### src/hdl/bridge_params.svh
`ifndef BRIDGE_PARAMS_SVH
`define BRIDGE_PARAMS_SVH

//////////////////////////////////////////////////////////////////////
// datapath widths
//////////////////////////////////////////////////////////////////////

`define BRIDGE_WORD_W          32
`define BRIDGE_PADDR_W         32
`define BRIDGE_CSR_ADDR_W      4

//////////////////////////////////////////////////////////////////////
// address map
//////////////////////////////////////////////////////////////////////

// processor view of dram starts here
`define BRIDGE_DRAM_BASE       32'h8000_0000

// local addresses carry a tile and a device field
`define BRIDGE_TILE_LSB        24
`define BRIDGE_TILE_W          6
`define BRIDGE_DEV_LSB         20
`define BRIDGE_DEV_W           4
`define BRIDGE_HOST_DEV        1
`define BRIDGE_MY_TILE         0

// host request credits and response queue
`define BRIDGE_CREDITS_MAX     32
`define BRIDGE_CREDIT_W        6
`define BRIDGE_HOSTQ_DEPTH     8

`endif

### src/hdl/csr_pkg.sv
`default_nettype none

`include "bridge_params.svh"

package csr_pkg;

   // index and value of a host register
   typedef logic [`BRIDGE_CSR_ADDR_W-1:0] csr_addr_t;
   typedef logic [`BRIDGE_WORD_W-1:0]     csr_data_t;

   //////////////////////////////////////////////////////////////////////
   // register map
   //////////////////////////////////////////////////////////////////////

   // CTRL bit 0 is the system reset, low true
   // CREDITS is read only
   typedef enum csr_addr_t
   {
      CSR_CTRL      = csr_addr_t'(0),
      CSR_DRAM_BASE = csr_addr_t'(1),
      CSR_CREDITS   = csr_addr_t'(2)
   } csr_reg_e;

   // one host access, a read when we is low
   typedef struct packed
   {
      csr_addr_t addr;
      logic      we;
      csr_data_t wdata;
   } csr_cmd_s;

endpackage

`default_nettype wire

### src/hdl/mem_pkg.sv
`default_nettype none

`include "bridge_params.svh"

package mem_pkg;

   // physical address and data word of a memory message
   typedef logic [`BRIDGE_PADDR_W-1:0]  paddr_t;
   typedef logic [`BRIDGE_WORD_W-1:0]   word_t;

   // number of host requests still waiting for a response
   typedef logic [`BRIDGE_CREDIT_W-1:0] credit_t;

   //////////////////////////////////////////////////////////////////////
   // endpoints
   //////////////////////////////////////////////////////////////////////

   // names the far side of the bridge
   // the router uses it as a destination and the merge as a source tag
   typedef enum logic
   {
      MEM_SRC_DRAM = 1'b0,
      MEM_SRC_HOST = 1'b1
   } mem_src_e;

   //////////////////////////////////////////////////////////////////////
   // messages
   //////////////////////////////////////////////////////////////////////

   // request from the processor, single word
   typedef struct packed
   {
      paddr_t addr;
      word_t  data;
      logic   we;
   } mem_req_s;

   // response back to the processor
   typedef struct packed
   {
      word_t    data;
      mem_src_e src;
   } mem_rsp_s;

endpackage

`default_nettype wire

### src/hdl/csr_bank.sv
`timescale 1ns/1ps
`default_nettype none

module csr_bank
  (
   input  wire                  aclk_i
   , input  wire                rst_i

   // host register port
   , input  wire                csr_cmd_v_i
   , input  wire csr_pkg::csr_cmd_s csr_cmd_i
   , output logic               csr_rd_v_o
   , output csr_pkg::csr_data_t csr_rd_data_o

   // status in, control out
   , input  wire mem_pkg::credit_t credits_i
   , output mem_pkg::paddr_t    dram_base_o
   , output logic               dp_rst_o
   );

   csr_pkg::csr_data_t ctrl_r;
   mem_pkg::paddr_t    dram_base_r;
   csr_pkg::csr_data_t rd_mux;
   logic               wr_v;
   logic               rd_v;

   assign wr_v = csr_cmd_v_i & csr_cmd_i.we;
   assign rd_v = csr_cmd_v_i & ~csr_cmd_i.we;

   //////////////////////////////////////////////////////////////////////
   // register writes
   //////////////////////////////////////////////////////////////////////

   always_ff @(posedge aclk_i)
   begin
      if (rst_i)
      begin
         ctrl_r      <= '0;
         dram_base_r <= '0;
      end
      else if (wr_v)
      begin
         case (csr_cmd_i.addr)
            csr_pkg::CSR_CTRL:      ctrl_r      <= csr_cmd_i.wdata;
            csr_pkg::CSR_DRAM_BASE: dram_base_r <= csr_cmd_i.wdata;
            // credits and unused indexes have no storage
            default: ;
         endcase
      end
   end

   //////////////////////////////////////////////////////////////////////
   // register reads
   //////////////////////////////////////////////////////////////////////

   always_comb
   begin
      case (csr_cmd_i.addr)
         csr_pkg::CSR_CTRL:      rd_mux = ctrl_r;
         csr_pkg::CSR_DRAM_BASE: rd_mux = csr_pkg::csr_data_t'(dram_base_r);
         csr_pkg::CSR_CREDITS:   rd_mux = csr_pkg::csr_data_t'(credits_i);
         default:                rd_mux = '0;
      endcase
   end

   always_ff @(posedge aclk_i)
   begin
      if (rst_i)
         csr_rd_v_o <= 1'b0;
      else
         csr_rd_v_o <= rd_v;
   end

   // value sampled at the read strobe
   always_ff @(posedge aclk_i)
   begin
      if (rd_v)
         csr_rd_data_o <= rd_mux;
   end

   assign dram_base_o = dram_base_r;

   // ctrl bit 0 low holds the whole datapath in reset
   assign dp_rst_o = rst_i | ~ctrl_r[0];

endmodule

`default_nettype wire

### src/hdl/mem_fwd_router.sv
`timescale 1ns/1ps
`default_nettype none

`include "bridge_params.svh"

module mem_fwd_router
  (
   input  wire                  aclk_i
   , input  wire                rst_i

   // processor side
   , input  wire                proc_req_v_i
   , input  wire mem_pkg::mem_req_s proc_req_i
   , input  wire mem_pkg::paddr_t   dram_base_i

   // host and dram sides
   , output logic               host_req_v_o
   , output mem_pkg::mem_req_s  host_req_o
   , output logic               dram_req_v_o
   , output mem_pkg::mem_req_s  dram_req_o
   );

   typedef logic [`BRIDGE_TILE_W-1:0] tile_id_t;
   typedef logic [`BRIDGE_DEV_W-1:0]  dev_id_t;

   localparam tile_id_t        my_tile_lp   = tile_id_t'(`BRIDGE_MY_TILE);
   localparam dev_id_t         host_dev_lp  = dev_id_t'(`BRIDGE_HOST_DEV);
   localparam mem_pkg::paddr_t dram_base_lp = `BRIDGE_DRAM_BASE;

   tile_id_t          req_tile;
   dev_id_t           req_dev;
   logic              is_local;
   mem_pkg::mem_src_e dst;
   logic              host_sel;
   logic              dram_sel;
   mem_pkg::mem_req_s dram_req;

   //////////////////////////////////////////////////////////////////////
   // destination decode
   //////////////////////////////////////////////////////////////////////

   assign req_tile = proc_req_i.addr[`BRIDGE_TILE_LSB +: `BRIDGE_TILE_W];
   assign req_dev  = proc_req_i.addr[`BRIDGE_DEV_LSB +: `BRIDGE_DEV_W];
   assign is_local = (proc_req_i.addr < dram_base_lp);

   // only the host device of this tile leaves through the host port
   assign dst = (is_local && req_tile == my_tile_lp && req_dev == host_dev_lp)
                ? mem_pkg::MEM_SRC_HOST : mem_pkg::MEM_SRC_DRAM;

   assign host_sel = proc_req_v_i & (dst == mem_pkg::MEM_SRC_HOST);
   assign dram_sel = proc_req_v_i & (dst == mem_pkg::MEM_SRC_DRAM);

   // move from processor dram space into the region the host allocated
   always_comb
   begin
      dram_req      = proc_req_i;
      dram_req.addr = (proc_req_i.addr ^ dram_base_lp) + dram_base_i;
   end

   //////////////////////////////////////////////////////////////////////
   // output registers
   //////////////////////////////////////////////////////////////////////

   always_ff @(posedge aclk_i)
   begin
      if (rst_i)
      begin
         host_req_v_o <= 1'b0;
         dram_req_v_o <= 1'b0;
      end
      else
      begin
         host_req_v_o <= host_sel;
         dram_req_v_o <= dram_sel;
      end
   end

   always_ff @(posedge aclk_i)
   begin
      if (host_sel)
         host_req_o <= proc_req_i;
      if (dram_sel)
         dram_req_o <= dram_req;
   end

endmodule

`default_nettype wire

### src/hdl/host_credit_tracker.sv
`timescale 1ns/1ps
`default_nettype none

`include "bridge_params.svh"

module host_credit_tracker
  (
   input  wire                 aclk_i
   , input  wire               rst_i

   // host request issued, host response returned
   , input  wire               host_req_v_i
   , input  wire               host_rsp_v_i

   , output mem_pkg::credit_t  credits_o
   );

   localparam mem_pkg::credit_t max_lp = mem_pkg::credit_t'(`BRIDGE_CREDITS_MAX);

   logic inc;
   logic dec;

   // a request and a response together leave the count alone
   assign inc = host_req_v_i & ~host_rsp_v_i & (credits_o != max_lp);
   assign dec = host_rsp_v_i & ~host_req_v_i & (credits_o != '0);

   //////////////////////////////////////////////////////////////////////
   // saturating up/down counter
   //////////////////////////////////////////////////////////////////////

   always_ff @(posedge aclk_i)
   begin
      if (rst_i)
         credits_o <= '0;
      else if (inc)
         credits_o <= credits_o + 1'b1;
      else if (dec)
         credits_o <= credits_o - 1'b1;
   end

endmodule

`default_nettype wire

### src/hdl/mem_rev_merge.sv
`timescale 1ns/1ps
`default_nettype none

`include "bridge_params.svh"

module mem_rev_merge
  (
   input  wire                  aclk_i
   , input  wire                rst_i

   // responses from dram and host
   , input  wire                dram_rsp_v_i
   , input  wire mem_pkg::word_t dram_rsp_i
   , input  wire                host_rsp_v_i
   , input  wire mem_pkg::word_t host_rsp_i

   // merged stream to the processor
   , output logic               proc_rsp_v_o
   , output mem_pkg::mem_rsp_s  proc_rsp_o
   );

   localparam int depth_lp = `BRIDGE_HOSTQ_DEPTH;
   localparam int ptr_w_lp = $clog2(depth_lp);
   localparam int cnt_w_lp = $clog2(depth_lp + 1);

   typedef logic [ptr_w_lp-1:0] qptr_t;
   typedef logic [cnt_w_lp-1:0] qcnt_t;

   mem_pkg::word_t    q_mem [depth_lp];
   qptr_t             rd_ptr_r;
   qptr_t             wr_ptr_r;
   qcnt_t             count_r;
   logic              q_empty;
   logic              q_full;
   logic              pop;
   logic              push;
   logic              host_direct;
   logic              pick_v;
   mem_pkg::mem_rsp_s pick;

   function automatic qptr_t ptr_inc(qptr_t p);
      return (p == qptr_t'(depth_lp - 1)) ? '0 : p + 1'b1;
   endfunction

   assign q_empty = (count_r == '0);
   assign q_full  = (count_r == qcnt_t'(depth_lp));

   //////////////////////////////////////////////////////////////////////
   // fixed priority: dram, then queued host, then arriving host
   //////////////////////////////////////////////////////////////////////

   assign pop         = ~dram_rsp_v_i & ~q_empty;
   assign host_direct = host_rsp_v_i & ~dram_rsp_v_i & q_empty;
   assign pick_v      = dram_rsp_v_i | ~q_empty | host_rsp_v_i;

   // host responses that lose go to the queue
   assign push = host_rsp_v_i & ~host_direct & (~q_full | pop);

   always_comb
   begin
      if (dram_rsp_v_i)
         pick.data = dram_rsp_i;
      else if (!q_empty)
         pick.data = q_mem[rd_ptr_r];
      else
         pick.data = host_rsp_i;
      pick.src = dram_rsp_v_i ? mem_pkg::MEM_SRC_DRAM : mem_pkg::MEM_SRC_HOST;
   end

   //////////////////////////////////////////////////////////////////////
   // host response queue
   //////////////////////////////////////////////////////////////////////

   always_ff @(posedge aclk_i)
   begin
      if (rst_i)
      begin
         rd_ptr_r <= '0;
         wr_ptr_r <= '0;
         count_r  <= '0;
      end
      else
      begin
         if (pop)
            rd_ptr_r <= ptr_inc(rd_ptr_r);
         if (push)
            wr_ptr_r <= ptr_inc(wr_ptr_r);
         count_r <= count_r + qcnt_t'(push) - qcnt_t'(pop);
      end
   end

   always_ff @(posedge aclk_i)
   begin
      if (push)
         q_mem[wr_ptr_r] <= host_rsp_i;
   end

   // output stage
   always_ff @(posedge aclk_i)
   begin
      if (rst_i)
         proc_rsp_v_o <= 1'b0;
      else
         proc_rsp_v_o <= pick_v;
   end

   always_ff @(posedge aclk_i)
   begin
      if (pick_v)
         proc_rsp_o <= pick;
   end

endmodule

`default_nettype wire

### src/hdl/zynq_bridge_top.sv
`timescale 1ns/1ps
`default_nettype none

module zynq_bridge_top
  (
   input  wire                      aclk_i
   , input  wire                    rst_i

   // host register port
   , input  wire                    csr_cmd_v_i
   , input  wire csr_pkg::csr_cmd_s csr_cmd_i
   , output wire                    csr_rd_v_o
   , output wire csr_pkg::csr_data_t csr_rd_data_o

   // processor side
   , input  wire                    proc_req_v_i
   , input  wire mem_pkg::mem_req_s proc_req_i
   , output wire                    proc_rsp_v_o
   , output wire mem_pkg::mem_rsp_s proc_rsp_o

   // host memory port
   , output wire                    host_req_v_o
   , output wire mem_pkg::mem_req_s host_req_o
   , input  wire                    host_rsp_v_i
   , input  wire mem_pkg::word_t    host_rsp_i

   // dram port
   , output wire                    dram_req_v_o
   , output wire mem_pkg::mem_req_s dram_req_o
   , input  wire                    dram_rsp_v_i
   , input  wire mem_pkg::word_t    dram_rsp_i
   );

   logic             dp_rst;
   mem_pkg::paddr_t  dram_base;
   mem_pkg::credit_t credits;

   //////////////////////////////////////////////////////////////////////
   // control
   //////////////////////////////////////////////////////////////////////

   csr_bank csr
     (.aclk_i(aclk_i)
      ,.rst_i(rst_i)
      ,.csr_cmd_v_i(csr_cmd_v_i)
      ,.csr_cmd_i(csr_cmd_i)
      ,.csr_rd_v_o(csr_rd_v_o)
      ,.csr_rd_data_o(csr_rd_data_o)
      ,.credits_i(credits)
      ,.dram_base_o(dram_base)
      ,.dp_rst_o(dp_rst)
      );

   //////////////////////////////////////////////////////////////////////
   // datapath, all under the soft reset
   //////////////////////////////////////////////////////////////////////

   mem_fwd_router fwd_router
     (.aclk_i(aclk_i)
      ,.rst_i(dp_rst)
      ,.proc_req_v_i(proc_req_v_i)
      ,.proc_req_i(proc_req_i)
      ,.dram_base_i(dram_base)
      ,.host_req_v_o(host_req_v_o)
      ,.host_req_o(host_req_o)
      ,.dram_req_v_o(dram_req_v_o)
      ,.dram_req_o(dram_req_o)
      );

   host_credit_tracker credit_tracker
     (.aclk_i(aclk_i)
      ,.rst_i(dp_rst)
      ,.host_req_v_i(host_req_v_o)
      ,.host_rsp_v_i(host_rsp_v_i)
      ,.credits_o(credits)
      );

   mem_rev_merge rev_merge
     (.aclk_i(aclk_i)
      ,.rst_i(dp_rst)
      ,.dram_rsp_v_i(dram_rsp_v_i)
      ,.dram_rsp_i(dram_rsp_i)
      ,.host_rsp_v_i(host_rsp_v_i)
      ,.host_rsp_i(host_rsp_i)
      ,.proc_rsp_v_o(proc_rsp_v_o)
      ,.proc_rsp_o(proc_rsp_o)
      );

endmodule

`default_nettype wire

### config.mk
export PLATFORM = sky130hd
export DESIGN_NAME = zynq_bridge_top
export DESIGN_NICKNAME = d
export VERILOG_FILES = /design/src/hdl/csr_pkg.sv /design/src/hdl/mem_pkg.sv /design/src/hdl/csr_bank.sv /design/src/hdl/mem_fwd_router.sv /design/src/hdl/host_credit_tracker.sv /design/src/hdl/mem_rev_merge.sv /design/src/hdl/zynq_bridge_top.sv
export VERILOG_INCLUDE_DIRS = /design/src /design/src/hdl
export SDC_FILE = /design/constraint.sdc
export NUM_CORES = 1
export LEC_CHECK = 0
export BUFFER_PORTS_ARGS = -buffer_cell sky130_fd_sc_hd__buf_2
export CELL_PAD_IN_SITES_DETAIL_PLACEMENT = 1
export CELL_PAD_IN_SITES_GLOBAL_PLACEMENT = 2
export CORE_ASPECT_RATIO = 0.8
export CORE_MARGIN = 2
export CORE_UTILIZATION = 36
export CTS_CLUSTER_DIAMETER = 120
export DETAILED_ROUTE_END_ITERATION = 10
export PLACE_DENSITY = 0.78
export RECOVER_POWER = 100
export SYNTH_ARGS = -nofsm -noshare
export SYNTH_HDL_FRONTEND = slang
export SYNTH_SLANG_ARGS = --single-unit
### constraint.sdc
create_clock -name aclk_i -period 5.06 [get_ports aclk_i]
set_clock_uncertainty 0.1 [all_clocks]
set_input_delay 0.506 -clock aclk_i [delete_from_list [all_inputs] [get_ports aclk_i]]
set_output_delay 0.506 -clock aclk_i [all_outputs]
set_load 0.005 [all_outputs]
==> flow_summary_export.csv <==
group,metric,value,unit
clock_network,cts_resized,0,
layout,multi_input_area,5710,sq um
global_routing,grt_pass1_vias,14200,
synthesis,avgSynthCellArea,15.7,sq um
route,wl_per_cell,22.0,microns
global_routing,grt_max_degree,68,
sta,fmax,0.259,GHz
floorplan,io_pins,371,
layout,stdcell_count,2625,
worst_hold_path,hold_depth,3,
clock_network,cts_buffers,55,
synthesis,ys_warn_count,0,
synthesis,syn-instance-count,1358,
synthesis,synth_edf_count,451,
pwr,clock_power_share,44.3,%
critical_path,start_kind,"primary input",
synthesis,synth_flop_cell,"edfxtp_1",
layout,seq_area,15300,sq um
sta,period_needed,3860,ps
run_status,violations,"max-capacitance violations, max-slew violations",
synthesis,netlist.top_cell.by_area,"edfxtp_1",
clock_network,clkLatencyLatePin,620,ps
sta,report.final.setup_viol,0,
critical_path,cp_slowest_cell,"clkbuf_1",
pwr,swShare,21.6,%
sta,tightest_slew,3430,ps
route,ant_nets,0,
worst_hold_path,hold_class,"primary input to flip-flop",
clock_network,cts_sinks,538,
route,drtPass1Iterations,5,
synthesis,synthesis.nets,1578,
clock_network,htree_levels,2,
critical_path,path_cells,"buf_2 -> clkbuf_1 -> mux2i_1 -> o31ai_2 -> nor3_1 -> clkbuf_2",
critical_path,r2r-end,"rev_merge.proc_rsp_o[26]$_DFFE_PP_",
floorplan,dieHeight,222,microns
critical_path,rr_worst_depth,4,
route,drt_iter0_drc,881,
pwr,power_frac_comb,4.4,%
floorplan,start_util,36.6,%
sta,relSlewSlack,-129,%
sta,fin_crit_sh,76.3,%
pwr,p_int,7.54,mW
pwr,p_per_area,366,nW/um^2
route,drc,0,
placed_design,numPortBuffers,370,
critical_path,end_kind,"flip-flop",
layout,fillCellCount,6052,
layout,final_nets,2026,
critical_path,worstSetupPathType,"primary input to flip-flop",
critical_path,r2r_slack,1320,ps
sta,rsz0062_at_grt,"false",
layout,area_growth,23.1,%
floorplan,die_w,276,microns
route,drt_wl_total,57700,microns
critical_path,critPathTopFamily,"buffers and inverters",
synthesis,ys_seq_area_share,71.5,%
sta,setup_tns,0,ps
synthesis,ys_ff_latch,538,
floorplan,core_area,58400,sq um
synthesis,netlist.area_leader.share,63.4,%
placed_design,routabilityCongestion,0.831,
layout,final_cell_mix,"451 x edfxtp_1, 250 x clkbuf_1, 164 x nand2_1, 128 x buf_2, 110 x a21oi_1",
synthesis,syn-cell-area,21400,sq um
synthesis,yosysUniqueCellTypes,65,
run_status,outcome,"complete, but fails checks",
layout,final_common_cell,"edfxtp_1",
route,viasPerCell,5.12,
route,vias,13500,
layout,final_util,45.0,%
sta,finalHoldViolCount,0,
placed_design,place_hpwl,38100,microns
pwr,p_leak,8.84,nW
floorplan,die_area,61300,sq um
global_routing,grt_pass1_wl,87300,microns
critical_path,cp_max_fo,36,
pwr,vdd_drop_max,235,uV
worst_hold_path,min_to,"csr.dram_base_o[27]$_SDFFE_PP0P_",
global_routing,grtUsageTotal,18.6,%
global_routing,antenna_found_initial,5,
pwr,p_switching,2.07,mW
sta,slew_viol_final,328,
placed_design,dp.cells,2454,
critical_path,worstPathRequired,5100,ps
clock_network,cts.reportedPaths.clkPinSlew,70,ps
critical_path,critPathMaxStageDelay,1520,ps
pwr,seqPwrFrac,51.2,%
layout,drive_above_1_share,17.0,%
clock_network,cts_buffer_depth,3,
run,max_cap_viol_count,8,
clock_network,cts_tree,"yes",
global_routing,grt_overflow,0,
floorplan,core.rowCount,79,
worst_hold_path,hold_start,"csr_cmd_i[27]",
clock_network,clockRootBuffer,"clkbuf_16",
critical_path,cp_num_buf_inv,3,
synthesis,synth.area.top_cells,"edfxtp_1 63%, dfxtp_1 8.2%, mux4_2 6.7%",
synthesis,synthArstFlopShare,0,%
critical_path,cp.arrival,3900,ps
[worst max path at each step]
stage / from / end / slack, ps / depth (start not counted)
floorplan: dram_rsp_v_i / rev_merge.q_mem[0][0]$_DFFE_PP_ / 250 / 4
global placement: proc_req_i[33] / fwd_router.dram_req_o[59]$_DFFE_PP_ / 1620 / 10
detailed placement: proc_req_i[33] / fwd_router.dram_req_o[59]$_DFFE_PP_ / 1600 / 10
CTS: proc_req_i[33] / fwd_router.dram_req_o[59]$_DFFE_PP_ / 1690 / 11
global route: csr_cmd_i[34] / csr.dram_base_o[27]$_SDFFE_PP0P_ / 910 / 7
finish: dram_rsp_v_i / rev_merge.q_mem[4][6]$_DFFE_PP_ / 1200 / 6
[layout make-up]
| cell class | instances | area share [%] |
|---|---|---|
| Clock inverter | 42 | 1.96 |
| Sequential cell | 538 | 58.1 |
| Antenna cell | 3 | 0.0285 |
| Inverter | 25 | 0.357 |
| Tap cell | 769 | 3.66 |
| Clock buffer | 62 | 5.33 |
| Multi-Input combinational cell | 729 | 21.7 |
| Timing Repair Buffer | 457 | 8.86 |
[synthesized netlist by cell type (all sizes together), types with 24 or more instances]
| library cell | n |
|---|---|
| xnor2 | 24 |
| nand2 | 164 |
| a21oi | 110 |
| dfxtp | 87 |
| mux2i | 36 |
| inv | 25 |
| edfxtp | 451 |
| a22oi | 33 |
| ha | 45 |
| mux4 | 64 |
| clkbuf | 47 |
| a22o | 27 |
| o21ai | 53 |
| nor2 | 34 |
[repair_timing]
item	CTS	global route
endpoints found under the hold margin	99	0
hold buffers	64	0
buffers inserted	0	0
[cells by family (layout without fill, tap and decap cells)]
| group | Yosys count | count (layout) | share of synthesized area (%) |
|---|---|---|---|
| compound gates | 286 | 286 | 8.72 |
| mux | 100 | 100 | 8.43 |
| other cells | 0 | 3 | 0 |
| fa+ha+maj | 48 | 48 | 2.92 |
| flops | 538 | 538 | 71.5 |
| buf+inv | 91 | 586 | 1.69 |
| simple gates | 262 | 262 | 5.35 |
| xor+xnor | 33 | 33 | 1.35 |
[worst min-delay path: stages]
cell and delay, ps:
buf_2 100, nand2_1 50, a21oi_1 50
[layer usage]
metal	vias up	track usage (%)	routed length, microns
met5	-	0	27
met4	4	5.53	1320
met3	87	2.83	2340
met2	308	31.3	28600
met1	6862	24.9	25500
li1	6192	-	-
[metrics by stage]
stage          instance area [sq um]  power [mW]  hold WS, ps  setup WS (ps)
2_1_floorplan                  21400        5.17          336            247
3_3_place_gp                   24200        5.42          342           1620
3_5_place_dp                   24200        5.44          353           1600
4_1_cts                        26700        9.76         1.46           1690
5_1_grt                        26300        9.95         32.1            914
6_report                       26300        9.62         46.8           1200
[state kept, by name, indices dropped and copies added (netlist names), named ones only]
register                  cells
rev_merge.proc_rsp_v_o        1
csr.ctrl_r                   32
rev_merge.count_r             4
csr.dram_base_o              32
rev_merge.q_mem             256
rev_merge.proc_rsp_o         33
fwd_router.host_req_v_o       1
fwd_router.dram_req_o        65
csr.csr_rd_v_o                1
csr.csr_rd_data_o            32
rev_merge.wr_ptr_r            3
fwd_router.dram_req_v_o       1
credit_tracker.credits_o      6
rev_merge.rd_ptr_r            3
fwd_router.host_req_o        65
[power by group through the flow]
stage	combinational, mW	sequential, mW	clock, mW
global placement	0.404	5.02	0
detailed placement	0.416	5.02	0
finish	0.426	4.93	4.26
floorplan	0.140	5.03	0
global route	0.466	4.94	4.55
CTS	0.458	4.92	4.37
No activity file was read; power rests on OpenSTA's default activity.
